===== src/hw/fp_arith_pkg.sv =====
`default_nettype none

package fp_arith_pkg;

	// Lane count used unless the top level overrides it
	localparam int num_lanes_default = 4;

	typedef logic [1:0] thread_idx_t;

	// Operations handled by this unit
	typedef enum logic [1:0]
	{
		op_fadd = 2'd0,
		op_fsub = 2'd1,
		op_fmul = 2'd2
	} fp_op_t;

	// IEEE 754 single precision layout
	typedef struct packed
	{
		logic sign;
		logic [7:0] exponent;
		logic [22:0] significand;
	} binary32_t;

	// Add path operands, already swapped and aligned
	typedef struct packed
	{
		logic [23:0] significand_le;
		logic [23:0] significand_se;
		logic [4:0] align_shift;
		logic [7:0] exponent;
		logic logical_subtract;
		logic result_sign;
		logic is_inf;
		logic is_nan;
	} add_operands_t;

	// Multiply path operands
	typedef struct packed
	{
		logic [47:0] product;
		// Biased result exponent that may fall out of range
		logic signed [9:0] exponent_sum;
		logic sign;
		logic is_inf;
		logic is_nan;
	} mul_operands_t;

	// Single canonical NaN for every invalid result
	localparam logic [31:0] quiet_nan = 32'h7fc00000;

endpackage

`default_nettype wire


===== src/hw/lane_pipe_if.sv =====
`default_nettype none

interface lane_pipe_if
	import fp_arith_pkg::*;
#(
	parameter type payload_t = logic,
	parameter int num_lanes = num_lanes_default
)
();

	// Valid only with no back-pressure
	logic valid;
	thread_idx_t thread;
	logic [num_lanes-1:0] mask;
	// One payload per vector lane
	payload_t payload [num_lanes];

	modport source (output valid, output thread, output mask, output payload);
	modport sink (input valid, input thread, input mask, input payload);

endinterface

`default_nettype wire


===== src/hw/fp_mul_path.sv =====
`default_nettype none

module fp_mul_path
	import fp_arith_pkg::*;
#(
	parameter int num_lanes = num_lanes_default
)
(
	input logic clk,
	input logic reset,
	lane_pipe_if.sink mul_ch,
	output logic prod_valid,
	output thread_idx_t prod_thread,
	output logic [num_lanes-1:0] prod_mask,
	output binary32_t [num_lanes-1:0] prod_result,
	output logic [num_lanes-1:0] prod_is_inf,
	output logic [num_lanes-1:0] prod_is_nan
);

	binary32_t [num_lanes-1:0] lane_result;
	logic [num_lanes-1:0] lane_inf;
	logic [num_lanes-1:0] lane_nan;

	for (genvar lane = 0; lane < num_lanes; lane++)
	begin : g_lane
		mul_operands_t op;
		logic [23:0] norm_sig;
		logic signed [9:0] norm_exp;
		binary32_t result;

		assign op = mul_ch.payload[lane];

		// Product of two normals lies in [1, 4)
		assign norm_sig = op.product[47] ? op.product[47:24] : op.product[46:23];
		assign norm_exp = op.exponent_sum + $signed({9'd0, op.product[47]});

		always_comb
		begin
			// Zero operand, subnormal input or underflow all give signed zero
			if (op.product[47:46] == 2'b00 || norm_exp <= 10'sd0)
				result = {op.sign, 31'd0};
			else if (norm_exp >= 10'sd255)
				result = {op.sign, 8'hff, 23'd0};
			else
				result = {op.sign, norm_exp[7:0], norm_sig[22:0]};
		end

		assign lane_result[lane] = result;
		assign lane_inf[lane] = op.is_inf;
		assign lane_nan[lane] = op.is_nan;
	end

	always_ff @(posedge clk, posedge reset)
	begin
		if (reset)
		begin
			prod_valid <= 1'b0;
			prod_thread <= '0;
			prod_mask <= '0;
		end
		else
		begin
			prod_valid <= mul_ch.valid;
			prod_thread <= mul_ch.thread;
			prod_mask <= mul_ch.mask;
		end
	end

	always_ff @(posedge clk)
	begin
		prod_result <= lane_result;
		prod_is_inf <= lane_inf;
		prod_is_nan <= lane_nan;
	end

endmodule

`default_nettype wire


===== src/flat_wrapper.sv =====
// flat-port wrapper written by rule: the top's interface ports become plain ports
module fp_mul_path_flat import fp_arith_pkg::*;
#(
	parameter int num_lanes = num_lanes_default
)
  (clk, reset, prod_valid, prod_thread, prod_mask, prod_result, prod_is_inf, prod_is_nan, mul_ch_valid, mul_ch_thread, mul_ch_mask, mul_ch_payload);
  lane_pipe_if #(.num_lanes(num_lanes)) mul_ch_i ();
  input logic clk;
  input logic reset;
  output logic prod_valid;
  output thread_idx_t prod_thread;
  output logic [num_lanes-1:0] prod_mask;
  output binary32_t [num_lanes-1:0] prod_result;
  output logic [num_lanes-1:0] prod_is_inf;
  output logic [num_lanes-1:0] prod_is_nan;
  input wire logic [$bits(mul_ch_i.valid)-1:0] mul_ch_valid;
  input wire logic [$bits(mul_ch_i.thread)-1:0] mul_ch_thread;
  input wire logic [$bits(mul_ch_i.mask)-1:0] mul_ch_mask;
  input wire logic [$bits(mul_ch_i.payload)-1:0] mul_ch_payload;
  assign mul_ch_i.valid = mul_ch_valid;
  assign mul_ch_i.thread = mul_ch_thread;
  assign mul_ch_i.mask = mul_ch_mask;
  assign mul_ch_i.payload = {>>{mul_ch_payload}};
  fp_mul_path #(.num_lanes(num_lanes)) u_core (.clk(clk), .reset(reset), .mul_ch(mul_ch_i), .prod_valid(prod_valid), .prod_thread(prod_thread), .prod_mask(prod_mask), .prod_result(prod_result), .prod_is_inf(prod_is_inf), .prod_is_nan(prod_is_nan));
endmodule

===== config.mk =====
export PLATFORM = sky130hd
export DESIGN_NAME = fp_mul_path_flat
export DESIGN_NICKNAME = d
export VERILOG_FILES = /design/src/hw/fp_arith_pkg.sv /design/src/hw/lane_pipe_if.sv /design/src/hw/fp_mul_path.sv /design/src/flat_wrapper.sv
export SDC_FILE = /design/constraint.sdc
export NUM_CORES = 1
export LEC_CHECK = 0
export BUFFER_PORTS_ARGS = -buffer_cell sky130_fd_sc_hd__buf_2
export CAP_MARGIN = 20
export CORE_UTILIZATION = 25
export CTS_BUF_LIST = sky130_fd_sc_hd__clkbuf_16
export CTS_CLUSTER_DIAMETER = 200
export DETAILED_ROUTE_END_ITERATION = 16
export GPL_ROUTABILITY_DRIVEN = 0
export MAX_ROUTING_LAYER = met4
export SYNTH_ARGS = -nofsm -noshare
export SYNTH_HDL_FRONTEND = slang
export SYNTH_SLANG_ARGS = --single-unit

===== constraint.sdc =====
create_clock -name clk -period 0.8 [get_ports clk]
set_clock_uncertainty 0.15 [all_clocks]
set_input_delay 0.24 -clock clk [delete_from_list [all_inputs] [get_ports clk]]
set_output_delay 0.24 -clock clk [all_outputs]
set_load 0.03 [all_outputs]

== Yosys cells after proc, flatten, opt, wreduce, memory -nomap -nowiden ==
Index checks and enable logic that the tools add are counted.

* Register bits: 11
* Input bits: 13

== Longest topological paths before layout ==
* Depth in word-level cells: 0
* Mapped depth: 1

== Least setup slack after synthesis ==
OpenSTA, ideal clock, no wires.

* Path type: flip-flop to output port
* From: register u_core.prod_mask[0]
* To: output prod_mask[0]
* Data arrival time: 0.467 ns
* Required time: 0.410 ns
* Setup slack: -0.057 ns
* Stages on the path, launching flop included: 1
* Cell sequence: dfrtp_1

{| class="wikitable"
|+ RTL lines
! what !! line !! text
|-
| start: declaration || fp_mul_path.sv:14 || <nowiki>output logic [num_lanes-1:0] prod_mask,</nowiki>
|-
| start signal: assignment || fp_mul_path.sv:65 || <nowiki>prod_mask <= mul_ch.mask;</nowiki>
|-
| end: declaration || flat_wrapper.sv:12 || <nowiki>output logic [num_lanes-1:0] prod_mask;</nowiki>
|}

No word-level cell between the ends.

== Final worst setup path ==
* From: register u_core.prod_thread[0]
* To: output prod_thread[0]

{| class="wikitable"
|+ RTL lines
! what !! line !! text
|-
| start: declaration || fp_mul_path.sv:13 || <nowiki>output thread_idx_t prod_thread,</nowiki>
|-
| start signal: assignment || fp_mul_path.sv:64 || <nowiki>prod_thread <= mul_ch.thread;</nowiki>
|-
| end: declaration || flat_wrapper.sv:11 || <nowiki>output thread_idx_t prod_thread;</nowiki>
|}

No word-level cell between the ends.

==> key figures <==
Outcome
  • Status: finished with violations
  • Failing checks: hold timing, setup timing

Power and ir drop
  • Static leakage: ~0.7 nW
  • Switching share of power: 0.4632
  • P_int: approximately 1.3 mW
  • VDD IR max: roughly 1.6 mV
  • Gate power share: 0.398
  • Seq pwr share: 0.246
  • P_sw: around 1.1 mW
  • Cell Pwr Density: about 2200 mW/mm^2
  • Clock power share: 0.356

Placement
  • DP Wirelength: about 1.0 mm
  • Buffers on Ports: 23
  • Placed Cells: around 230
  • Placement Cell Area: roughly 970 sq um

Critical path
  • Worst path slowest cell: dfrtp_2
  • Critical path's top delay family: flip-flops
  • Cell Chain, Critical Path: buf_6
  • Buf+Inv Stages, Crit Path: 1
  • Worst Setup End Kind: primary output
  • Worst Path Max Fanout: 1
  • Critical path required time: between 0.4 and 0.5 ns
  • Worst Setup Path Type: reg -> out
  • Setup crit start kind: flip-flop
  • Crit-path max cell delay: slightly below 0.4 ns
  • Crit path arrival time: ~0.76 ns

Cells and area
  • # nets final: between 150 and 200
  • Final Instance Count excl. Fillers: 238
  • Filler cells: around 520
  • # diodes: 0
  • Design area: ~0.0011 sq mm
  • Area Overhead vs Synth: -11.08%
  • Ratio of cells with drive above 1 in the final layout: 0.2164

Synth
  • Synthesized instance count: ~150
  • Seq/Total Area, Yosys: 0.2036
  • Synth Cell Area: approximately 0.0013 sq mm
  • Seq cells post-synth: 11
  • Post-synthesis average cell area: around 8.6 sq um
  • Post-synthesis cell type count: 5
  • Synth warnings: 0

Drt
  • DR vias: between 500 and 600
  • Initial DRC count: 7
  • Post-Route WL: 1.140 mm
  • WL/cell: between 4 and 5 um
  • Post-route ant nets: 0
  • Vias/cell: approximately 2.2
  • DR pass1 iterations: 2
  • DRC: 0

Min path
  • Min-Delay Path Class: in -> async

STA
  • Pins Over Slew Limit: 0
  • Final Setup Violations: 11
  • Fmax achieved: 867.4 MHz
  • Final Cycle Share: 1.441
  • Hold WS: -0.2286 ns
  • RSZ-0062 raised after global routing: true
  • Fin worst setup slack: -0.3528 ns
  • Fin. Hold Viols: 18
  • Final min period: 1.153 ns

Floorplanning
  • Row cnt: 25
  • Top-Level Pins: between 150 and 200
  • Initial Util: 0.2620
  • Die area: approximately 0.0053 sq mm
  • Core Region: roughly 0.0048 sq mm
  • Die H: 72.82 um
  • Die Wd: 72.82 um

Clocking
  • H-tree lvl count: 1
  • Clock transition at path regs: ~0.040 ns
  • CTS tree: yes
  • CTS Root Cell: clkbuf_16
  • Clk sinks: 11
  • Max clock buf depth: 2
  • Clock buffers created by TritonCTS: 3

GRT
  • Largest net degree at the start of global routing: 8
  • Overflow after GRT: 0
  • First-pass GRT wire length: 1.193 mm
  • Vias in the first global route: between 200 and 300
  • GRT Total Usage: 0.03452
  • Initial antenna violation count: 0

Run
  • Max-cap violations: 0
[cells by family after synthesis]
logic type             after synthesis  synth area share
DFF                                 11            0.2036
buffers and inverters              133            0.7934
other                                1          0.002991
[worst paths after layout]
| kind | startpoint | cells past startpoint | end | slack [ns] |
|---|---|---|---|---|
| max in group asynchronous | reset | 2 | u_core.prod_thread[1] | 0.51 |
| worst max-delay path | u_core.prod_thread[0] | 1 | prod_thread[0] | -0.35 |
| min in group clk | mul_ch_payload[1] | 1 | u_core.prod_is_nan[2] | -0.05 |
| worst min-delay path | reset | 2 | u_core.prod_mask[2] | -0.23 |
[sequential cells by signal (all words and copies together) (netlist names)]
| signal | count |
|---|---|
| u_core.prod_valid | 1 |
| u_core.prod_thread | 2 |
| u_core.prod_mask | 4 |
| u_core.prod_is_nan | 4 |
[synth_stat cells]
library cell    n  share of area
buf_4         132           0.79
dfrtp_1         7           0.14
dfxtp_1         4          0.064
conb_1          1         0.0030
inv_1           1         0.0030
[power by group through the flow]
stage | Clock [mW] | Combinational [mW] | Sequential [mW]
2_1_floorplan | 0 | 1.31 | 0.667
3_3_place_gp | 0 | 0.929 | 0.603
3_5_place_dp | 0 | 0.929 | 0.604
4_1_cts | 0.891 | 0.964 | 0.603
5_1_grt | 0.930 | 1.03 | 0.605
6_report | 0.873 | 0.977 | 0.603
[per-layer routing]
layer  part of all wire  vias to the layer above  wire length, um  GRT usage
met5                  0                        -                0          -
met4              0.030                        0               34    0.03922
met2               0.53                       90              605    0.05296
li1                   -                      220                -          -
met1               0.20                      216              232    0.02110
met3               0.23                        3              267    0.02901
[cell usage in the layout (no fill, tap or decap)]
master	synthesis	layout
buf_2	0	12
buf_6	0	11
clkbuf_16	0	3
conb_1	1	132
dfrtp_2	0	7
dfxtp_2	0	4
inv_1	1	2
[repair_timing]
item,4_1_cts,5_1_grt
buffers inserted,0,0
endpoints found under the hold margin,18,18
gates cloned,0,0
resized for setup,22,0
endpoints found under the setup margin,11,11
[final cells by class]
class                   count  area (sq um)  area share
clock buffers               3         75.07     0.06734
inverters                   1         3.754    0.003367
multi-input cells         132         495.5      0.4444
flip-flops and latches     11         269.0      0.2413
clock inverters             1         3.754    0.003367
repair buffers             23         183.9      0.1650
well taps                  67         83.83     0.07520
[metrics by stage]
step                utilization  setup TNS (ns)  hold slack [ns]  total power [mW]  setup slack (ns)
finish                   0.2329          -3.495          -0.2286             2.454           -0.3528
floorplan                     -         -0.2311          -0.1065             1.975          -0.03301
global placement         0.2021          -1.108          0.02370             1.532           -0.1312
global route             0.2329          -3.674          -0.1934             2.563           -0.3766
detailed placement       0.2021          -1.129          0.02538             1.532           -0.1304
CTS                      0.2329          -3.544          -0.2216             2.458           -0.3597
(Power assumes the default switching activity.)
