--- config.mk ---
export PLATFORM = sky130hd
export DESIGN_NAME = fp_add_path_flat
export DESIGN_NICKNAME = d
export VERILOG_FILES = /design/src/hw/fp_arith_pkg.sv /design/src/hw/lane_pipe_if.sv /design/src/hw/fp_add_path.sv /design/src/flat_wrapper.sv
export SDC_FILE = /design/constraint.sdc
export NUM_CORES = 1
export LEC_CHECK = 0
export BUFFER_PORTS_ARGS = -buffer_cell sky130_fd_sc_hd__buf_2
export CORE_UTILIZATION = 35
export CTS_BUF_LIST = sky130_fd_sc_hd__clkbuf_4 sky130_fd_sc_hd__clkbuf_8 sky130_fd_sc_hd__clkbuf_16
export DETAILED_ROUTE_END_ITERATION = 12
export PLACE_DENSITY = 0.93
export SETUP_SLACK_MARGIN = 0.5
export SKIP_LAST_GASP = 1
export SLEW_MARGIN = 20
export SYNTH_ARGS = -nofsm -noshare
export SYNTH_HDL_FRONTEND = slang
export SYNTH_SLANG_ARGS = --single-unit
--- constraint.sdc ---
create_clock -name clk -period 0.8 [get_ports clk]
set_input_delay 0.04 -clock clk [delete_from_list [all_inputs] [get_ports clk]]
set_output_delay 0.04 -clock clk [all_outputs]
set_load 0.005 [all_outputs]
--- src/hw/fp_arith_pkg.sv ---
`default_nettype none

package fp_arith_pkg;

	// Lane count used unless the top level overrides it
	localparam int num_lanes_default = 4;

	typedef logic [1:0] thread_idx_t;

	// Operations handled by this unit
	typedef enum logic [1:0]
	{
		op_fadd = 2'd0,
		op_fsub = 2'd1,
		op_fmul = 2'd2
	} fp_op_t;

	// IEEE 754 single precision layout
	typedef struct packed
	{
		logic sign;
		logic [7:0] exponent;
		logic [22:0] significand;
	} binary32_t;

	// Add path operands, already swapped and aligned
	typedef struct packed
	{
		logic [23:0] significand_le;
		logic [23:0] significand_se;
		logic [4:0] align_shift;
		logic [7:0] exponent;
		logic logical_subtract;
		logic result_sign;
		logic is_inf;
		logic is_nan;
	} add_operands_t;

	// Multiply path operands
	typedef struct packed
	{
		logic [47:0] product;
		// Biased result exponent that may fall out of range
		logic signed [9:0] exponent_sum;
		logic sign;
		logic is_inf;
		logic is_nan;
	} mul_operands_t;

	// Single canonical NaN for every invalid result
	localparam logic [31:0] quiet_nan = 32'h7fc00000;

endpackage

`default_nettype wire

--- src/hw/lane_pipe_if.sv ---
`default_nettype none

interface lane_pipe_if
	import fp_arith_pkg::*;
#(
	parameter type payload_t = logic,
	parameter int num_lanes = num_lanes_default
)
();

	// Valid only with no back-pressure
	logic valid;
	thread_idx_t thread;
	logic [num_lanes-1:0] mask;
	// One payload per vector lane
	payload_t payload [num_lanes];

	modport source (output valid, output thread, output mask, output payload);
	modport sink (input valid, input thread, input mask, input payload);

endinterface

`default_nettype wire

--- src/hw/fp_add_path.sv ---
`default_nettype none

module fp_add_path
	import fp_arith_pkg::*;
#(
	parameter int num_lanes = num_lanes_default
)
(
	input logic clk,
	input logic reset,
	lane_pipe_if.sink add_ch,
	output logic sum_valid,
	output thread_idx_t sum_thread,
	output logic [num_lanes-1:0] sum_mask,
	output binary32_t [num_lanes-1:0] sum_result,
	output logic [num_lanes-1:0] sum_is_inf,
	output logic [num_lanes-1:0] sum_is_nan
);

	binary32_t [num_lanes-1:0] lane_result;
	logic [num_lanes-1:0] lane_inf;
	logic [num_lanes-1:0] lane_nan;

	// Zeros above the leading one or 27 when the value is all zero
	function automatic logic [4:0] count_leading_zeros(input logic [26:0] value);
		logic [4:0] count;
		logic found;
		count = 5'd0;
		found = 1'b0;
		for (int i = 26; i >= 0; i--)
		begin
			if (!found)
			begin
				if (value[i])
					found = 1'b1;
				else
					count = count + 5'd1;
			end
		end
		return count;
	endfunction

	for (genvar lane = 0; lane < num_lanes; lane++)
	begin : g_lane
		add_operands_t op;
		logic [26:0] le_ext;
		logic [26:0] se_ext;
		logic [27:0] raw_sum;
		logic carry;
		logic [4:0] lead_zeros;
		logic [26:0] norm_shifted;
		logic [23:0] norm_sig;
		logic signed [9:0] norm_exp;
		binary32_t result;

		assign op = add_ch.payload[lane];

		// Three guard bits below the significand are dropped when packing
		assign le_ext = {op.significand_le, 3'b000};
		assign se_ext = {op.significand_se, 3'b000} >> op.align_shift;

		// Larger magnitude is first so the difference never goes negative
		assign raw_sum = op.logical_subtract ? {1'b0, le_ext} - {1'b0, se_ext}
			: {1'b0, le_ext} + {1'b0, se_ext};

		assign carry = raw_sum[27];
		assign lead_zeros = count_leading_zeros(raw_sum[26:0]);
		assign norm_shifted = raw_sum[26:0] << lead_zeros;

		// Carry needs one right shift and otherwise a left shift to the leading one
		assign norm_sig = carry ? raw_sum[27:4] : norm_shifted[26:3];
		assign norm_exp = carry ? $signed({2'b00, op.exponent}) + 10'sd1
			: $signed({2'b00, op.exponent}) - $signed({5'd0, lead_zeros});

		always_comb
		begin
			if (raw_sum == 28'd0)
				// Exact cancellation is +0 while two negative zeros stay -0
				result = {op.result_sign && !op.logical_subtract, 31'd0};
			else if (norm_exp <= 10'sd0)
				result = {op.result_sign, 31'd0};
			else if (norm_exp >= 10'sd255)
				result = {op.result_sign, 8'hff, 23'd0};
			else
				result = {op.result_sign, norm_exp[7:0], norm_sig[22:0]};
		end

		assign lane_result[lane] = result;
		assign lane_inf[lane] = op.is_inf;
		assign lane_nan[lane] = op.is_nan;
	end

	always_ff @(posedge clk, posedge reset)
	begin
		if (reset)
		begin
			sum_valid <= 1'b0;
			sum_thread <= '0;
			sum_mask <= '0;
		end
		else
		begin
			sum_valid <= add_ch.valid;
			sum_thread <= add_ch.thread;
			sum_mask <= add_ch.mask;
		end
	end

	always_ff @(posedge clk)
	begin
		sum_result <= lane_result;
		sum_is_inf <= lane_inf;
		sum_is_nan <= lane_nan;
	end

endmodule

`default_nettype wire

--- src/flat_wrapper.sv ---
// flat-port wrapper written by rule: the top's interface ports become plain ports
module fp_add_path_flat import fp_arith_pkg::*;
#(
	parameter int num_lanes = num_lanes_default
)
  (clk, reset, sum_valid, sum_thread, sum_mask, sum_result, sum_is_inf, sum_is_nan, add_ch_valid, add_ch_thread, add_ch_mask, add_ch_payload);
  lane_pipe_if #(.num_lanes(num_lanes)) add_ch_i ();
  input logic clk;
  input logic reset;
  output logic sum_valid;
  output thread_idx_t sum_thread;
  output logic [num_lanes-1:0] sum_mask;
  output binary32_t [num_lanes-1:0] sum_result;
  output logic [num_lanes-1:0] sum_is_inf;
  output logic [num_lanes-1:0] sum_is_nan;
  input wire logic [$bits(add_ch_i.valid)-1:0] add_ch_valid;
  input wire logic [$bits(add_ch_i.thread)-1:0] add_ch_thread;
  input wire logic [$bits(add_ch_i.mask)-1:0] add_ch_mask;
  input wire logic [$bits(add_ch_i.payload)-1:0] add_ch_payload;
  assign add_ch_i.valid = add_ch_valid;
  assign add_ch_i.thread = add_ch_thread;
  assign add_ch_i.mask = add_ch_mask;
  assign add_ch_i.payload = {>>{add_ch_payload}};
  fp_add_path #(.num_lanes(num_lanes)) u_core (.clk(clk), .reset(reset), .add_ch(add_ch_i), .sum_valid(sum_valid), .sum_thread(sum_thread), .sum_mask(sum_mask), .sum_result(sum_result), .sum_is_inf(sum_is_inf), .sum_is_nan(sum_is_nan));
endmodule
# Yosys cells after proc, flatten, opt, wreduce, memory -nomap -nowiden
# Index checks and enable logic that the tools add are counted.
[totals]
reg_bits = 11
output_inout_bits = 143

# Logic depth before layout (Yosys ltp)
# Gate-level depths: netlist of run 1.
[logic_depth]
depth_word = 0
depth_mapped = 1
ltp_nobuf = 1

# Least setup slack after synthesis of run 1
# Ideal clock, no wire load.
[synth_path]
kind = "register to output"
from = "register u_core.sum_mask[0]"
to = "output sum_mask[0]"
arrival_time_ps = 349
required_ps = 760
slack_ps = 411
path_stages_with_launch = 1
path_cell_list = "dfrtp_1"
[synth_lines]
columns = ["item", "line", "source"]
rows = [
  ["start: declaration", "fp_add_path.sv:14", "output logic [num_lanes-1:0] sum_mask,"],
  ["start signal: assignment", "fp_add_path.sv:105", "sum_mask <= add_ch.mask;"],
  ["end: declaration", "flat_wrapper.sv:12", "output logic [num_lanes-1:0] sum_mask;"],
]
# No word-level cell between the ends.

# Worst setup path in the final report of run 1
[layout_path]
from = "register u_core.sum_mask[1]"
to = "output sum_mask[1]"
# No word-level cell between the ends.

==> results of run 1 <==
==> cell usage after synthesis <==
library cell | count | area share (%)
buf_4 | 132 | 79
dfrtp_1 | 7 | 14
dfxtp_1 | 4 | 6.4
conb_1 | 1 | 0.30
inv_1 | 1 | 0.30
==> through the flow <==
stage / util [%] / total power, mW
2_1_floorplan: - / 1.21
3_3_place_gp: 27.5 / 0.801
3_5_place_dp: 27.5 / 0.805
4_1_cts: 28.6 / 1.20
5_1_grt: 28.9 / 1.30
6_report: 28.9 / 1.21
==> worst paths after layout <==
path | cells past startpoint | start | slack, ns | to
setup / recovery | 1 | u_core.sum_mask[1]$_DFF_PP0_ | 0.01 | sum_mask[1]
hold / removal | 2 | reset | -0.31 | u_core.sum_thread[1]$_DFF_PP0_
max in group asynchronous | 2 | reset | 0.90 | u_core.sum_valid$_DFF_PP0_
min in group clk | 1 | add_ch_thread[1] | -0.12 | u_core.sum_thread[1]$_DFF_PP0_
==> sequential cells by signal (all words and copies together) (netlist names) <==
register and count:
u_core.sum_is_nan 4, u_core.sum_mask 4, u_core.sum_thread 2, u_core.sum_valid 1
==> layer usage <==
metal	routed length (µm)	track usage (%)	part of all wire (%)
met1	165	2.02	16
met2	676	7.37	64
met3	209	1.86	20
met4	0	4.76	0
met5	0	0	0
==> where the power goes <==
part / switching (mW) / leakage, nW / internal, mW / total [mW]
logic: 0.175 / 0.530 / 0.0477 / 0.223
clock network: 0.166 / 0.0184 / 0.226 / 0.392
registers: 0.00787 / 0.115 / 0.583 / 0.591
==> timing repair <==
action	4_1_cts	5_1_grt
resized for setup	1	2
cloned	0	0
pin swaps	0	0
setup endpoints to repair	11	11
setup buffers	0	0
endpoints found under the hold margin	18	18
==> area by class of cell <==
type | instances | share of cell area, %
clock buffer | 4 | 3.06
inverter | 1 | 0.383
multi-input combinational | 132 | 50.5
sequential | 11 | 26.5
tap | 46 | 5.87
timing repair buffer | 23 | 13.6
==> cell families (layout without fill, tap and decap cells) <==
family,Yosys count,count (layout)
buffers and inverters,133,28
flip-flops,11,11
other,1,132
==> metrics, run 1 <==
input/output buffers=23; Placer Congestion=0.693; WP data required=about 0.76 ns; GR Util All Layers=3.80%; Fmax=1.27 GHz; total number of vias=534; storage element area=~260 µm²; post-synthesis cell area=0.00125 mm²; CP Cell Sequence=buf_2; HP Class=primary input to asynchronous set/reset pin; final WL=between 1000 and 1500 µm; leakage power=~0.66 nW; Non-Filler Instances=217; vias in the first global route=255; Seq/Total Area, Yosys=20.4%; ANT cells=0; placed insts=213; kind of critical path=flop to primary output; core area=roughly 0.0034 mm²; CTS root buf=clkbuf_4; CP max stage delay=0.36 ns; outcome=complete, but fails checks; gr ovfl total=0; minimum clock period=just under 0.8 ns; post-synth cell types=5; initial drt markers=0; most frequent cells in the layout=conb_1, buf_2, dfrtp_1, clkbuf_4, dfxtp_2; fill count=372; Adder-Cell Fraction of Synth Area=0%; delay-heaviest family, CP=flip-flops; max-slew violations=0; # IOs=156; Initial Util=between 30% and 40%; Mapped Avg Cell Area=approximately 8.6 µm²; CTS buffer count=3; Fin Hold WS=-0.310 ns; unrepaired setup endpoints after global routing=yes; most common cell after layout, fill and taps aside=conb_1; Post-Synth XOR/XNOR Area=0%; P&R area growth vs syn=-21.8%; first-pass GRT wire length=~900 µm; initial antenna violation count=0; YS warnings=0; largest family of logic cells by synthesized area=buffers and inverters; Final Hold Fails=18; fraction of layout cells with a size suffix above 1=a little under a fifth; Routed Antenna Nets=0; post-synthesis mux area share=0%; CP startpoint kind=flop; PwrDens=1230 mW/mm²; fraction of the mapped netlist area in simple logic gates=0%; Max Cap Viol=0; footprint of the multi-input gates=495 µm²; Synth Area in Compound Gates=0%; crit path max fanout=1; VDD IR max=roughly 0.00094 V; Sum Neg Setup Slack=0 ns; dpl hpwl=1020 µm; Max stage delay cell, worst path=dfrtp_1; First-pass DRT Iterations=1; row count=21; H-Tree Depth=1; Area after DPL=932 µm²; clk slew on worst S/H paths=0.07 ns; Die W=61.9 µm; Post-Syn Instances=~150; Final WS setup=roughly 0.015 ns; largest net degree at the start of global routing=8; CTS tree=done; Synth Register Bits=11; Die Span Y=61.9 µm; critical path arrival=0.75 ns; Worst Setup End Kind=primary output; Design Area, Final=~980 µm²; wire length per cell=4.84 µm; Setup violations, final=0; Total Nets Final=185; failing checks=hold timing; vias per cell=2.46; Final Cycle Share=98.2%; full die area=0.00383 mm²; CP Buf/Inv Count=1; CTS sink cnt=11; Clock Path Buffers=2; # DRC=0; dpl ws=around 0.29 ns
Note: power is estimated with default switching activity, not from simulation.
==> run 2: changes to the inputs <==
Settings changed: CELL_PAD_IN_SITES_DETAIL_PLACEMENT set to 2, CELL_PAD_IN_SITES_GLOBAL_PLACEMENT set to 2, CORE_UTILIZATION 35 to 16, PLACE_DENSITY 0.93 to 0.95.
==> run 2 against run 1 <==
- the flow still finishes with violations (hold timing)
- clock power up 48%
- critical path depth unchanged
- maximum frequency grew 3.9%
- critical endpoint is now sum_thread[0]
- largest power group unchanged
- highest routed layer is now met4
==> metrics, run 2 (synthesized netlist as in run 1, its figures left out) <==
Clock Path Buffers=2; fraction of layout cells with a size suffix above 1=18.1%; Die W=90.5 µm; sequential share of power=a little over two fifths; fill count=950; Internal=a little over 1 mW; Setup violations, final=0; # IOs=~160; HP Class=primary input to asynchronous set/reset pin; clock network fraction of design power=slightly above 40%; gr ovfl total=0; row count=31; Largest regs=u_core.sum_is_nan x4, u_core.sum_mask x4, u_core.sum_thread x2; Total Nets Final=185; CTS root buf=clkbuf_8; clk slew on worst S/H paths=0.05 ns; CP Cell Sequence=buf_2; Post-Route Utilization=14.2%; Placer Congestion=~0.56; total number of vias=between 500 and 600; # DRC=0; first-pass GRT wire length=around 2900 µm; core area=0.00741 mm²; leakage power=~0.67 nW; First-pass DRT Iterations=2; input/output buffers=23; Final Cycle Share=between 90% and 100%; Max Cap Viol=0; Final Hold Fails=18; failing checks=hold timing; most frequent cells in the layout=conb_1, buf_2, dfrtp_1, dfxtp_2, clkbuf_8; Sum Neg Setup Slack=0 ns; Fin Hold WS=-0.272 ns; post-CTS setup buffer count=0; delay-heaviest family, CP=flip-flops; minimum clock period=around 0.76 ns; vias per cell=1.99; Fmax=roughly 1.3 GHz; total power=1.41 mW; initial drt markers=4; switching share of total power=between 20 and 30%; wire length per cell=7.55 µm; P&R area growth vs syn=-16.0%; initial antenna violation count=0; CTS buffer count=3; CP max stage delay=~0.36 ns; logic gate share of total power=around 17%; Worst Setup End Kind=primary output; CP Buf/Inv Count=1; Routed Antenna Nets=0; ANT cells=0; full die area=~0.0082 mm²; Max stage delay cell, worst path=dfrtp_1; max-slew violations=0; largest net degree at the start of global routing=8; crit path max fanout=1; most common cell after layout, fill and taps aside=conb_1; Die Span Y=90.5 µm; vias in the first global route=500; CTS tree=done; final WL=a little over 2000 µm; Initial Util=between 10% and 20%; dpl hpwl=roughly 1900 µm; H-Tree Depth=1; GR Util All Layers=around 4.5%; unrepaired setup endpoints after global routing=yes; kind of critical path=flop to primary output; PwrDens=1340 mW/mm²; VDD IR max=0.000379 V; Sw Pwr=0.403 mW; CP startpoint kind=flop; outcome=complete, but fails checks; CTS sink cnt=11; critical path arrival=0.72 ns; WP data required=0.76 ns
[run 2: cell counts in the layout (fill, tap and decap cells not counted)]
Identical to the previous run, type by type.
[run 2: per-layer routing]
metal	track usage [%]	share of wire, %	up-vias
met5	0	0	-
met4	1.61	0.64	0
met3	2.27	14	2
met2	9.53	65	71
met1	3.31	20	243
li1	-	-	220
[run 2: per-stage QoR]
stage / worst slack, ns / cell area, µm² / hold slack (ns) / instances
after floorplan: 0.411 / 1750 / -0.157 / 276
after global placement: 0.303 / 998 / -0.0246 / 266
after detailed placement: 0.287 / 998 / -0.0125 / 266
after CTS: 0.0290 / 1050 / -0.267 / 270
after global routing: 0.00728 / 1050 / -0.265 / 270
final: 0.0442 / 1050 / -0.272 / 270
[run 2: worst max-delay path by stage]
stage / start / endpoint / slack, ns / depth (start not counted)
after floorplan: u_core.sum_mask[0]$_DFF_PP0_ / sum_mask[0] / 0.41 / 0
after global placement: u_core.sum_mask[2]$_DFF_PP0_ / sum_mask[2] / 0.30 / 1
after detailed placement: u_core.sum_mask[1]$_DFF_PP0_ / sum_mask[1] / 0.29 / 1
after CTS: u_core.sum_mask[1]$_DFF_PP0_ / sum_mask[1] / 0.03 / 1
after global routing: u_core.sum_thread[1]$_DFF_PP0_ / sum_thread[1] / 0.007 / 1
final: u_core.sum_thread[0]$_DFF_PP0_ / sum_thread[0] / 0.04 / 1
[run 2: layout make-up]
| cell class | count | area (µm²) | area share [%] |
|---|---|---|---|
| multi-input cells | 132 | 495 | 47.0 |
| well taps | 99 | 124 | 11.8 |
| inverters | 1 | 3.75 | 0.356 |
| clock buffers | 4 | 48.8 | 4.63 |
| flip-flops and latches | 11 | 260 | 24.7 |
| repair buffers | 23 | 121 | 11.5 |
[run 2: power by group through the flow]
| stage | logic [mW] | registers, mW | clock network, mW |
|---|---|---|---|
| finish | 0.238 | 0.595 | 0.581 |
| global route | 0.277 | 0.597 | 0.653 |
| CTS | 0.210 | 0.596 | 0.605 |
| detailed placement | 0.206 | 0.605 | 0 |
| global placement | 0.203 | 0.601 | 0 |
| floorplan | 0.608 | 0.606 | 0 |
[run 2: what timing repair did]
| item | in CTS | in global routing |
|---|---|---|
| pin swaps | 0 | 0 |
| hold endpoints to repair | 18 | 18 |
| resized for setup | 1 | 0 |
| setup endpoints to repair | 11 | 11 |
