### src/hw/fp_arith_pkg.sv
`default_nettype none

package fp_arith_pkg;

	// Lane count used unless the top level overrides it
	localparam int num_lanes_default = 4;

	typedef logic [1:0] thread_idx_t;

	// Operations handled by this unit
	typedef enum logic [1:0]
	{
		op_fadd = 2'd0,
		op_fsub = 2'd1,
		op_fmul = 2'd2
	} fp_op_t;

	// IEEE 754 single precision layout
	typedef struct packed
	{
		logic sign;
		logic [7:0] exponent;
		logic [22:0] significand;
	} binary32_t;

	// Add path operands, already swapped and aligned
	typedef struct packed
	{
		logic [23:0] significand_le;
		logic [23:0] significand_se;
		logic [4:0] align_shift;
		logic [7:0] exponent;
		logic logical_subtract;
		logic result_sign;
		logic is_inf;
		logic is_nan;
	} add_operands_t;

	// Multiply path operands
	typedef struct packed
	{
		logic [47:0] product;
		// Biased result exponent that may fall out of range
		logic signed [9:0] exponent_sum;
		logic sign;
		logic is_inf;
		logic is_nan;
	} mul_operands_t;

	// Single canonical NaN for every invalid result
	localparam logic [31:0] quiet_nan = 32'h7fc00000;

endpackage

`default_nettype wire

### src/hw/fp_result_select.sv
`default_nettype none

module fp_result_select
	import fp_arith_pkg::*;
#(
	parameter int num_lanes = num_lanes_default
)
(
	input logic clk,
	input logic reset,
	input logic sum_valid,
	input thread_idx_t sum_thread,
	input logic [num_lanes-1:0] sum_mask,
	input binary32_t [num_lanes-1:0] sum_result,
	input logic [num_lanes-1:0] sum_is_inf,
	input logic [num_lanes-1:0] sum_is_nan,
	input logic prod_valid,
	input thread_idx_t prod_thread,
	input logic [num_lanes-1:0] prod_mask,
	input binary32_t [num_lanes-1:0] prod_result,
	input logic [num_lanes-1:0] prod_is_inf,
	input logic [num_lanes-1:0] prod_is_nan,
	output logic out_valid,
	output thread_idx_t out_thread,
	output logic [num_lanes-1:0] out_mask,
	output binary32_t [num_lanes-1:0] out_result
);

	binary32_t [num_lanes-1:0] lane_result;

	for (genvar lane = 0; lane < num_lanes; lane++)
	begin : g_lane
		binary32_t path_result;
		logic is_inf;
		logic is_nan;

		// At most one path is valid in a cycle
		assign path_result = sum_valid ? sum_result[lane] : prod_result[lane];
		assign is_inf = sum_valid ? sum_is_inf[lane] : prod_is_inf[lane];
		assign is_nan = sum_valid ? sum_is_nan[lane] : prod_is_nan[lane];

		// NaN wins over infinity
		always_comb
		begin
			if (is_nan)
				lane_result[lane] = quiet_nan;
			else if (is_inf)
				lane_result[lane] = {path_result.sign, 8'hff, 23'd0};
			else
				lane_result[lane] = path_result;
		end
	end

	always_ff @(posedge clk, posedge reset)
	begin
		if (reset)
		begin
			out_valid <= 1'b0;
			out_thread <= '0;
			out_mask <= '0;
		end
		else
		begin
			out_valid <= sum_valid || prod_valid;
			out_thread <= sum_valid ? sum_thread : prod_thread;
			out_mask <= sum_valid ? sum_mask : prod_mask;
		end
	end

	always_ff @(posedge clk)
		out_result <= lane_result;

endmodule

`default_nettype wire

### config.mk
export PLATFORM = sky130hd
export DESIGN_NAME = fp_result_select
export DESIGN_NICKNAME = d
export VERILOG_FILES = /design/src/hw/fp_arith_pkg.sv /design/src/hw/fp_result_select.sv
export SDC_FILE = /design/constraint.sdc
export NUM_CORES = 1
export LEC_CHECK = 0
export BUFFER_PORTS_ARGS = -buffer_cell sky130_fd_sc_hd__clkbuf_2
export CORE_AREA = 5 5 162 164
export CTS_CLUSTER_DIAMETER = 30
export CTS_CLUSTER_SIZE = 14
export DETAILED_ROUTE_END_ITERATION = 10
export DIE_AREA = 0 0 167 169
export MAX_ROUTING_LAYER = met4
export SYNTH_ARGS = -nofsm -noshare
export SYNTH_HDL_FRONTEND = slang
export SYNTH_SLANG_ARGS = --single-unit
### constraint.sdc
create_clock -name clk -period 1.7 [get_ports clk]
set_clock_uncertainty 0.2 [all_clocks]
set_input_delay 0.425 -clock clk [delete_from_list [all_inputs] [get_ports clk]]
set_output_delay 0.425 -clock clk [all_outputs]
set_load 0.02 [all_outputs]
======== Word-level counts from Yosys, hierarchy flattened ========
Index checks and enable logic that the tools add are counted.
storage, ports and cells
  register bits after elaboration ......... 135
  output and inout port bits .............. 135
  bits of input ports ..................... 288
  word-level logic and storage cells ...... 42
operators by class
  reduce and logical (&&, ||, !) cells .... 5
  muxes and demuxes ....................... 18
operators with widths
  cell                number
  $mux W32            4
  $mux W23            4
  $mux W1             8
  $reduce_or A2 Y1    4
  $mux W4             1
  $mux W2             1
  $logic_or A1 B1 Y1  1

======== Longest topological paths before layout ========
Gate-level depths: netlist of run 1.
  depth in word-level cells ............... 2
  depth in mapped cells ................... 4
  mapped depth without buffers ............ 2

======== Worst setup path before layout of run 1 ========
No wires, ideal clock.
  kind .................................... input to register
  from .................................... input port sum_valid
  to ...................................... register out_result[119] (netlist name)
  data required time ...................... 1.383 ns
  stages .................................. 4
  buffers on the path ..................... 2
  setup time .............................. 0.117 ns
  arrival ................................. 1.211 ns
  slack ................................... 0.172 ns
  cell sequence ........................... buf_6 -> or3_1 -> buf_2 -> o22a_1
between the ends
  cells in the longest elaborated chain, start to end .. 2
  elaborated cells between the ends (all ways) .. 4
  classes of those cells .................. mux (3); reduce/logical (1)
RTL lines
  item                        line                                            text
  start, declared             fp_result_select.sv:11                          input logic sum_valid,
  $mux W1 (on tied branches)  fp_result_select.sv:39, fp_result_select.sv:40
  $reduce_or A2 Y1 (no line)  -
  end signal, assigned        fp_result_select.sv:71                          out_result <= lane_result;
  end, declared               fp_result_select.sv:26                          output binary32_t [num_lanes-1:0] out_result
Several ways; a longest one is shown, not always the timed one.
A chain may end at the register's enable or synchronous reset.

======== Final worst setup path of run 1 ========
  from .................................... register out_mask[3]
  to ...................................... output port out_mask[3]
RTL lines
  item                    line                    text
  start, declared         fp_result_select.sv:25  output logic [num_lanes-1:0] out_mask,
  start signal, assigned  fp_result_select.sv:66  out_mask <= sum_valid ? sum_mask : prod_mask;
No word-level cell between the ends.

==> summary.md, run 1 <==
| Metric | Value |
|---|---|
| Seq/Total Area, Yosys | `a little over three fifths` |
| Total Power Consumption | `8.28 mW` |
| CP top delay family | `flip-flops` |
| Syn Nets | `627` |
| DRC viols | `0` |
| Nets | `between 1,000 and 1,500` |
| Tightest Hold Check Type | `in2reg` |
| Post-CTS Setup Repair Bufs | `0` |
| Worst VDD drop | `between 400 and 500 uV` |
| Critical path's slowest cell | `dfrtp_1` |
| Clk sinks | `135` |
| Largest net degree at the start of global routing | `23` |
| 1st-iter DRT viols | `~190` |
| Tmin final | `roughly 1600 ps` |
| Max-cap violations | `0` |
| Yosys top cell by area | `dfxtp_1` |
| Pre-Repair DR Iteration Count | `4` |
| Yosys top cell area share | `roughly three fifths` |
| Asr flop ratio synth | `about 5.2%` |
| CP cell instances | `clkbuf_2` |
| Detailed placement HPWL | `about 16,000 um` |
| Finished Cell Area | `between 0.008 and 0.009 mm2` |
| Period utilization | `between 90% and 100%` |
| Num CTS Buffers | `17` |
| Vias per cell | `around 4.0` |
| Syn. warnings | `0` |
| Vias | `4,698` |
| Worst-path clk slew | `approximately 60 ps` |
| Mapped cell area | `between 0.004 and 0.005 mm2` |
| Measured slew at the worst slew-check pin | `805 ps` |
| CP required | `between 1000 and 1500 ps` |
| Starting density of the core | `17.6%` |
| CTS tree | `built` |
| Area delta synth->final | `84.0%` |
| Clk buf depth | `2` |
| Vert. Die Dim | `~170 um` |
| I/O Buffers | `about 420` |
| Drt total wl | `20,000 um` |
| CP Buf/Inv Count | `1` |
| Top cells by count, synth | `128 x dfxtp_1, 88 x a22o_1, 32 x o22a_1, 23 x buf_2, 9 x inv_1` |
| RePlAce Congestion | `between 0.8 and 0.9` |
| WL/cell | `17.2 um` |
| Yosys cell types | `20` |
| Number of synthesized register bits | `roughly 140` |
| Max Fclk | `roughly 620 MHz` |
| Worst EP arrival | `approximately 1000 ps` |
| Largest stage delay on the critical path | `approximately 410 ps` |
| DP Cell Count | `approximately 1,100` |
| All-Layer GR Usage | `between 10 and 15%` |
| Non-Filler Instances | `1,163` |
| Status | `completed` |
| Root Driver | `clkbuf_16` |
| Unrepaired setup endpoints after global routing | `no` |
| WS Path Type | `reg2out` |
| Post-Syn Instances | `339` |
| Final setup viols | `0` |
| Worst setup EP type | `output pin` |
| Vias in the first global route | `just over 5,000` |
| PD cells | `between 1000 and 1500 mW/mm2` |
| H-tree depth reported by CTS | `4` |
| Setup TNS | `0 ps` |
| Core area | `~0.025 mm2` |
| Row cnt | `just under 60` |
| DIE WIDTH | `approximately 170 um` |
| Primary FF master, synth | `dfxtp_1` |
| GRT Residual Overflow | `0` |
| Most common cell in the netlist | `dfxtp_1` |
| Leak | `~4 nW` |
| Top cells by area, synth | `dfxtp_1 59%, a22o_1 18%, o22a_1 6.4%, dfrtp_1 4.0%, buf_2 2.6%` |
| Fill cells | `about 2,600` |
| Layout cells sized above 1 | `about 58%` |
| Detail Route Antenna Nets | `0` |
| Avg Inst Size Synth | `12.8 um2` |
| Initial antenna violation count | `1` |
| Max Slew Vio Count | `0` |
| Dpl cell area | `between 0.006 and 0.007 mm2` |
| Fin. Hold Viols | `0` |
| Number of synthesized flops with an enable pin | `0` |
| Rel. slew slack | `between 40% and 50%` |
| First-pass GRT wire length | `slightly below 30,000 um` |
| Worst setup SP type | `flip-flop` |
| Die area | `between 0.02 and 0.03 mm2` |
| Number of top-level design ports | `423` |
| CP max FO | `1` |
==> kinds of logic (layout without fill, tap and decap cells) <==
| kind of cell | Yosys count | count (layout) | share of synthesized area (%) |
|---|---|---|---|
| mux | 6 | 6 | 1.55 |
| buf+inv | 37 | 530 | 4.29 |
| flops | 135 | 135 | 62.9 |
| simple gates | 33 | 33 | 5.44 |
| other cells | 0 | 1 | 0 |
| compound gates | 128 | 128 | 25.8 |
==> metrics by stage <==
stage / hold slack [ps] / worst slack, ps / util (%)
2_1_floorplan: 28.4 / 172 / -
3_3_place_gp: 211 / -335 / 28.0
3_5_place_dp: 213 / -380 / 28.0
4_1_cts: 0.0134 / 41.3 / 32.3
5_1_grt: 4.40 / 41.3 / 32.3
6_report: 26.0 / 93.4 / 32.3
==> area by class of cell <==
cell class	count	area, um2	area share, %
Antenna cell	1	2.50	0.0313
Clock buffer	20	447	5.58
Clock inverter	12	141	1.77
Inverter	9	33.8	0.422
Multi-Input combinational cell	167	1430	17.9
Sequential cell	135	2740	34.2
Tap cell	330	413	5.16
Timing Repair Buffer	489	2800	35.0
==> worst paths after layout <==
path,endpoint,depth (start not counted),startpoint,slack [ps]
max,out_mask[3],1,out_mask[3],90
min,out_result[58],2,sum_result[58],30
max in group asynchronous,out_mask[1],3,reset,700
min in group asynchronous,out_thread[0],3,reset,320
==> layer usage <==
layer  share of wire [%]  wire length, um  GRT usage [%]  vias to the layer above
li1                    -                -              -                     2247
met1                  38             7510           14.6                     2171
met2                  52            10500           25.3                      273
met3                 8.9             1770           5.18                        7
met4                 1.1              225           3.74                        0
met5                   0                0              -                        -
==> layout by cell type (no fill, tap or decap), drive strengths merged, types with 6 or more instances in the layout <==
cell type	n
clkbuf	442
dfxtp	128
a22o	88
dlygate4sd3	48
o22a	32
buf	19
inv	13
nand2b	8
dfrtp	7
mux2	6
==> flip-flops by register name (all words and copies together) (netlist names) <==
signal and count:
out_mask 4, out_valid 1, out_thread 2, out_result 128
==> where the power goes <==
part	internal, mW	switching, mW	leakage [nW]
logic	0.588	0.591	2.60
clock network	2.22	1.49	0.270
registers	3.34	0.0500	1.13
total	6.15	2.13	4.00
==> what timing repair did <==
item | 4_1_cts | 5_1_grt
gates resized for setup | 0 | 1
hold buffers | 48 | 0
endpoints found under the setup margin | 0 | 22
hold endpoints to repair | 50 | 0
Power figures use the tool's default switching activity.
==> run 2, diff against run 1 <==
--- a/config.mk
+++ b/config.mk
@@ -12,6 +12,7 @@
 export DETAILED_ROUTE_END_ITERATION = 10
 export DIE_AREA = 0 0 167 169
 export MAX_ROUTING_LAYER = met4
+export PLACE_DENSITY = 0.52
 export SYNTH_ARGS = -nofsm -noshare
 export SYNTH_HDL_FRONTEND = slang
 export SYNTH_SLANG_ARGS = --single-unit
==> summary.md, run 2 (synthesis results as in run 1) <==
| Metric | Value |
|---|---|
| CP Buf/Inv Count | `1 (unchanged)` |
| 1st-iter DRT viols | `197 (+4.8%)` |
| Post-CTS Setup Repair Bufs | `0 (unchanged)` |
| First-pass GRT wire length | `28,800 um (-2.3%)` |
| Critical path's slowest cell | `dfrtp_1` |
| Top flop regs | `out_result x128, out_mask x4, out_thread x2` |
| Leak | `3.83 nW (-4.2%)` |
| GRT Residual Overflow | `0 (unchanged)` |
| Tightest Hold Check Type | `in2reg` |
| CP cell instances | `clkbuf_2` |
| Most frequent cells in the layout | `422 x clkbuf_2, 128 x dfxtp_1, 88 x a22o_1` |
| Unrepaired setup endpoints after global routing | `no` |
| Initial antenna violation count | `0 (-1)` |
| Final setup viols | `0 (unchanged)` |
| Root Driver | `clkbuf_16` |
| Num CTS Buffers | `17 (unchanged)` |
| Fin. Hold Viols | `0 (unchanged)` |
| Largest reg by FF count | `out_result` |
| Vias | `4,481 (-4.6%)` |
| Pre-Repair DR Iteration Count | `4 (unchanged)` |
| PD cells | `1070 mW/mm2 (+3.8%)` |
| Measured slew at the worst slew-check pin | `337 ps (-468 ps)` |
| Detailed placement HPWL | `15,900 um (-2.5%)` |
| Worst-path clk slew | `70 ps (about the same)` |
| Worst VDD drop | `560 uV (+30%)` |
| Period utilization | `92.2% (-2.3 points)` |
| Tmin final | `1570 ps (-38.6 ps)` |
| Antenna Cells | `0 (-1)` |
| Largest stage delay on the critical path | `370 ps (-40 ps)` |
| Clk buf depth | `2 (unchanged)` |
| Drt total wl | `19,300 um (-3.3%)` |
| DRC viols | `0 (unchanged)` |
| Worst EP arrival | `940 ps (-40 ps)` |
| H-tree depth reported by CTS | `4 (unchanged)` |
| Max-cap violations | `0 (unchanged)` |
| Max Fclk | `638 MHz (+2.5%)` |
| Commonest non-fill, non-tap cell in the layout | `clkbuf_2` |
| Area delta synth->final | `75.4%` |
| Worst setup EP type | `output pin` |
| All-Layer GR Usage | `13.6% (-0.48 points)` |
| Rel. slew slack | `77.5% (+31 points)` |
| Core area | `0.0247 mm2 (unchanged)` |
| CP required | `1070 ps (about the same)` |
| Vias per cell | `4.00 (-0.96%)` |
| Setup TNS | `0 ps (unchanged)` |
| WL/cell | `17.2 um (+0.42%)` |
| Largest register FFs | `128 (unchanged)` |
| Nets | `1,065 (-3.8%)` |
| Clk sinks | `135 (unchanged)` |
| Layout cells sized above 1 | `61.0% (+2.6 points)` |
| Vert. Die Dim | `169 um (unchanged)` |
| DIE WIDTH | `167 um (unchanged)` |
| Worst setup margin | `132 ps (+38.6 ps)` |
| Vias in the first global route | `5,091 (-1.1%)` |
| Pre-CTS WS | `-71.6 ps (+308 ps)` |
| Hold_ws | `25.2 ps (-0.762 ps)` |
| Worst setup SP type | `flip-flop` |
| Row cnt | `58 (unchanged)` |
| Status | `completed` |
| Detail Route Antenna Nets | `0 (unchanged)` |
| I/O Buffers | `422 (unchanged)` |
| # resized after CTS | `0 (unchanged)` |
| RePlAce Congestion | `0.859 (+0.70%)` |
| CTS tree | `built` |
| WS Path Type | `reg2out` |
| Number of top-level design ports | `423 (unchanged)` |
| Largest net degree at the start of global routing | `25 (+8.7%)` |
| CP top delay family | `flip-flops` |
| Max Slew Vio Count | `0 (unchanged)` |
| CTS Hold Bufs | `10 (-79%)` |
| Starting density of the core | `17.6% (unchanged)` |
| Die area | `0.0282 mm2 (unchanged)` |
| CP max FO | `1 (unchanged)` |
-- run 2: worst paths after layout --
check | cells after the start | slack, ps | to | start
max | 1 | 130 | out_valid | out_valid
min | 2 | 30 | out_result[102] | sum_result[102]
max in group asynchronous | 3 | 740 | out_mask[0] | reset
min in group asynchronous | 3 | 300 | out_mask[1] | reset
-- run 2: per-stage QoR --
stage	util (%)	power [mW]	cells	area, um2
2_1_floorplan	-	3.91	339	4350
3_3_place_gp	28.1	4.55	1078	6950
3_5_place_dp	28.1	4.56	1078	6950
4_1_cts	30.8	8.35	1120	7630
5_1_grt	30.8	8.57	1120	7630
6_report	30.8	8.19	1120	7630
-- run 2: cell type report --
class	instances	area (um2)
fill	2631	17100
clock buffer	19	433
timing repair buffer	447	2440
clock inverter	13	148
tap	330	413
multi-input combinational	167	1430
sequential	135	2740
inverter	9	33.8
-- run 2: power breakdown --
group          switching [mW]  internal, mW  leakage [nW]  total (mW)
combinational           0.570         0.533          2.43        1.10
sequential             0.0499          3.34          1.13        3.39
clock                    1.52          2.18         0.271        3.70
-- run 2: layer usage --
metal	part of all wire (%)	track usage, %	wire length, um	vias up
li1	-	-	-	2158
met1	40	15.2	7690	2054
met2	51	23.6	9760	262
met3	8.7	4.48	1680	7
met4	0.91	3.42	176	0
met5	0	-	0	-
==> run 3, diff against run 2 <==
--- a/config.mk
+++ b/config.mk
@@ -5,14 +5,15 @@
 export SDC_FILE = /design/constraint.sdc
 export NUM_CORES = 1
 export LEC_CHECK = 0
+export ABC_AREA = 1
 export BUFFER_PORTS_ARGS = -buffer_cell sky130_fd_sc_hd__clkbuf_2
-export CORE_AREA = 5 5 162 164
+export CORE_AREA = 5 5 163 165
 export CTS_CLUSTER_DIAMETER = 30
 export CTS_CLUSTER_SIZE = 14
 export DETAILED_ROUTE_END_ITERATION = 10
-export DIE_AREA = 0 0 167 169
+export DIE_AREA = 0 0 168 170
 export MAX_ROUTING_LAYER = met4
-export PLACE_DENSITY = 0.52
+export PLACE_DENSITY = 0.57
 export SYNTH_ARGS = -nofsm -noshare
 export SYNTH_HDL_FRONTEND = slang
 export SYNTH_SLANG_ARGS = --single-unit
==> summary.md, run 3 <==
| Metric | Value |
|---|---|
| CP max FO | `1 (unchanged)` |
| Largest register FFs | `128 (unchanged)` |
| First-pass GRT wire length | `31,800 um (+11%)` |
| GRT Residual Overflow | `0 (unchanged)` |
| Largest net degree at the start of global routing | `51 (+100%)` |
| Antenna Cells | `0 (unchanged)` |
| H-tree depth reported by CTS | `4 (unchanged)` |
| Worst VDD drop | `530 uV (-5.4%)` |
| Post-CTS Setup Repair Bufs | `0 (unchanged)` |
| Finished Cell Area | `0.00874 mm2 (+15%)` |
| Period utilization | `94.9% (+2.7 points)` |
| Number of top-level design ports | `423 (unchanged)` |
| Commonest non-fill, non-tap cell in the layout | `clkbuf_2` |
| WL/cell | `13.8 um (-20%)` |
| Vias | `6,092 (+36%)` |
| Area delta synth->final | `58.2%` |
| Measured slew at the worst slew-check pin | `311 ps (-25.2 ps)` |
| Avg Inst Size Synth | `7.28 um2 (-43%)` |
| Detailed placement HPWL | `17,300 um (+8.4%)` |
| Yosys cell types | `21 (+5.0%)` |
| Yosys top cell area share | `46.4% (-13 points)` |
| Vias in the first global route | `6,019 (+18%)` |
| Root Driver | `clkbuf_16` |
| Fill cells | `2,665 (+1.3%)` |
| Pre-Repair DR Iteration Count | `4 (unchanged)` |
| Drt total wl | `21,300 um (+10%)` |
| Non-Filler Instances | `1,543 (+38%)` |
| Asr flop ratio synth | `5.19% (unchanged)` |
| DP Cell Count | `1,505 (+40%)` |
| CTS tree | `built` |
| Core area | `0.0249 mm2 (+0.59%)` |
| Clk sinks | `135 (unchanged)` |
| Max Slew Vio Count | `0 (unchanged)` |
| Vias per cell | `3.95 (-1.3%)` |
| All-Layer GR Usage | `14.5% (+0.89 points)` |
| PD cells | `985 mW/mm2 (-8.3%)` |
| Worst setup SP type | `input port` |
| Number of synthesized flops with an enable pin | `0 (unchanged)` |
| Top cells by count, synth | `186 x nand2_1, 139 x inv_1, 128 x dfxtp_1, 88 x a21oi_1, 80 x nor2_1` |
| Yosys top cell by area | `dfxtp_1` |
| Layout cells sized above 1 | `42.4% (-19 points)` |
| Row cnt | `58 (unchanged)` |
| Mapped cell area | `0.00553 mm2 (+27%)` |
| Top cells by area, synth | `dfxtp_1 46%, nand2_1 13%, inv_1 9.4%, a21oi_1 8.0%, nor2_1 5.4%` |
| RePlAce Congestion | `0.882 (+2.6%)` |
| Number of synthesized register bits | `135 (unchanged)` |
| I/O Buffers | `422 (unchanged)` |
| Dpl cell area | `0.00808 mm2 (+16%)` |
| 1st-iter DRT viols | `219 (+11%)` |
| WS Path Type | `in2reg` |
| Worst EP arrival | `1710 ps (+770 ps)` |
| Tightest Hold Check Type | `in2reg` |
| Seq/Total Area, Yosys | `49.5% (-13 points)` |
| Status | `completed` |
| Hold_ws | `27.0 ps (+1.75 ps)` |
| Final setup viols | `0 (unchanged)` |
| FF/Latch Area | `0.00274 mm2 (unchanged)` |
| Vert. Die Dim | `170 um (+0.59%)` |
| Num CTS Buffers | `17 (unchanged)` |
| DRC viols | `0 (unchanged)` |
| Fin. Hold Viols | `0 (unchanged)` |
| Post-Syn Instances | `759 (+120%)` |
| Max Fclk | `620 MHz (-2.8%)` |
| Starting density of the core | `22.2% (+4.6 points)` |
| Primary FF master, synth | `dfxtp_1` |
| Tmin final | `1610 ps (+45.9 ps)` |
| Leak | `5.27 nW (+38%)` |
| Detail Route Antenna Nets | `0 (unchanged)` |
| Syn. warnings | `0 (unchanged)` |
| Area occupied by multi-input gates | `0.00195 mm2 (+37%)` |
| Nets | `1,488 (+40%)` |
| Max-cap violations | `0 (unchanged)` |
| Largest reg by FF count | `out_result` |
| DIE WIDTH | `168 um (+0.60%)` |
| Top flop regs | `out_result x128, out_mask x4, out_thread x2` |
| Most common cell in the netlist | `nand2_1` |
| Rel. slew slack | `79.2% (+1.7 points)` |
| CP required | `1790 ps (+720 ps)` |
| Worst-path clk slew | `70 ps (about the same)` |
| Unrepaired setup endpoints after global routing | `no` |
| Most frequent cells in the layout | `421 x clkbuf_2, 186 x nand2_1, 139 x inv_1` |
| Total Power Consumption | `8.61 mW (+5.1%)` |
| Initial antenna violation count | `0 (unchanged)` |
| Die area | `0.0286 mm2 (+1.2%)` |
| Clk buf depth | `2 (unchanged)` |
| Worst setup EP type | `flip-flop` |
| Syn Nets | `1,047 (+67%)` |
==> run 3: area by class of cell <==
cell class / instances / share of cell area, %
Clock buffer: 18 / 5.02
Multi-Input combinational cell: 441 / 22.3
Clock inverter: 14 / 1.85
Sequential cell: 135 / 31.3
Inverter: 140 / 6.04
Tap cell: 330 / 4.72
Timing Repair Buffer: 465 / 28.8
==> run 3: cell families after synthesis <==
logic type             count (synthesis)  share of synthesized area, %
and+or+nand+nor                      319                          24.1
AOI/OAI and AO/OA                    122                          11.2
DFF                                  135                          49.5
buffers and inverters                183                          15.2
==> run 3: worst paths after layout <==
path	from	endpoint	slack (ps)	cells past startpoint
max in group asynchronous	reset	out_mask[1]	800	3
hold / removal	sum_mask[3]	out_mask[3]	30	3
min in group asynchronous	reset	out_thread[1]	280	3
setup / recovery	sum_thread[1]	out_thread[1]	90	5
==> run 3: per-stage QoR <==
stage | setup WS (ps) | util [%] | setup TNS, ps
6_report | 86.1 | 35.1 | 0
5_1_grt | 28.0 | 35.1 | 0
4_1_cts | 42.1 | 35.1 | 0
3_5_place_dp | -69.2 | 32.5 | -2220
3_3_place_gp | -29.7 | 32.5 | -828
2_1_floorplan | 238 | - | 0
==> run 3: routing by layer <==
layer | part of all wire, % | GRT usage (%) | vias up
met1 | 42 | 16.9 | 2665
met3 | 6.9 | 3.46 | 17
met4 | 2.0 | 4.55 | 0
li1 | - | - | 3148
met5 | 0 | - | -
met2 | 49 | 24.8 | 262
==> run 3: critical path, stage by stage <==
cell,delay [ps]
dlygate4sd3_1,530
clkbuf_2,100
nand2_1,50
nand2_1,50
dlygate4sd3_1,550
==> run 3: power by group <==
group	switching (mW)	internal (mW)
clock network	1.53	2.24
logic	0.842	0.612
registers	0.0518	3.34
total	2.42	6.19
==> run 3: timing repair <==
action,CTS,global route
hold endpoints to repair,11,0
endpoints found under the setup margin,0,1
hold buffers,6,0
gates resized for setup,0,1
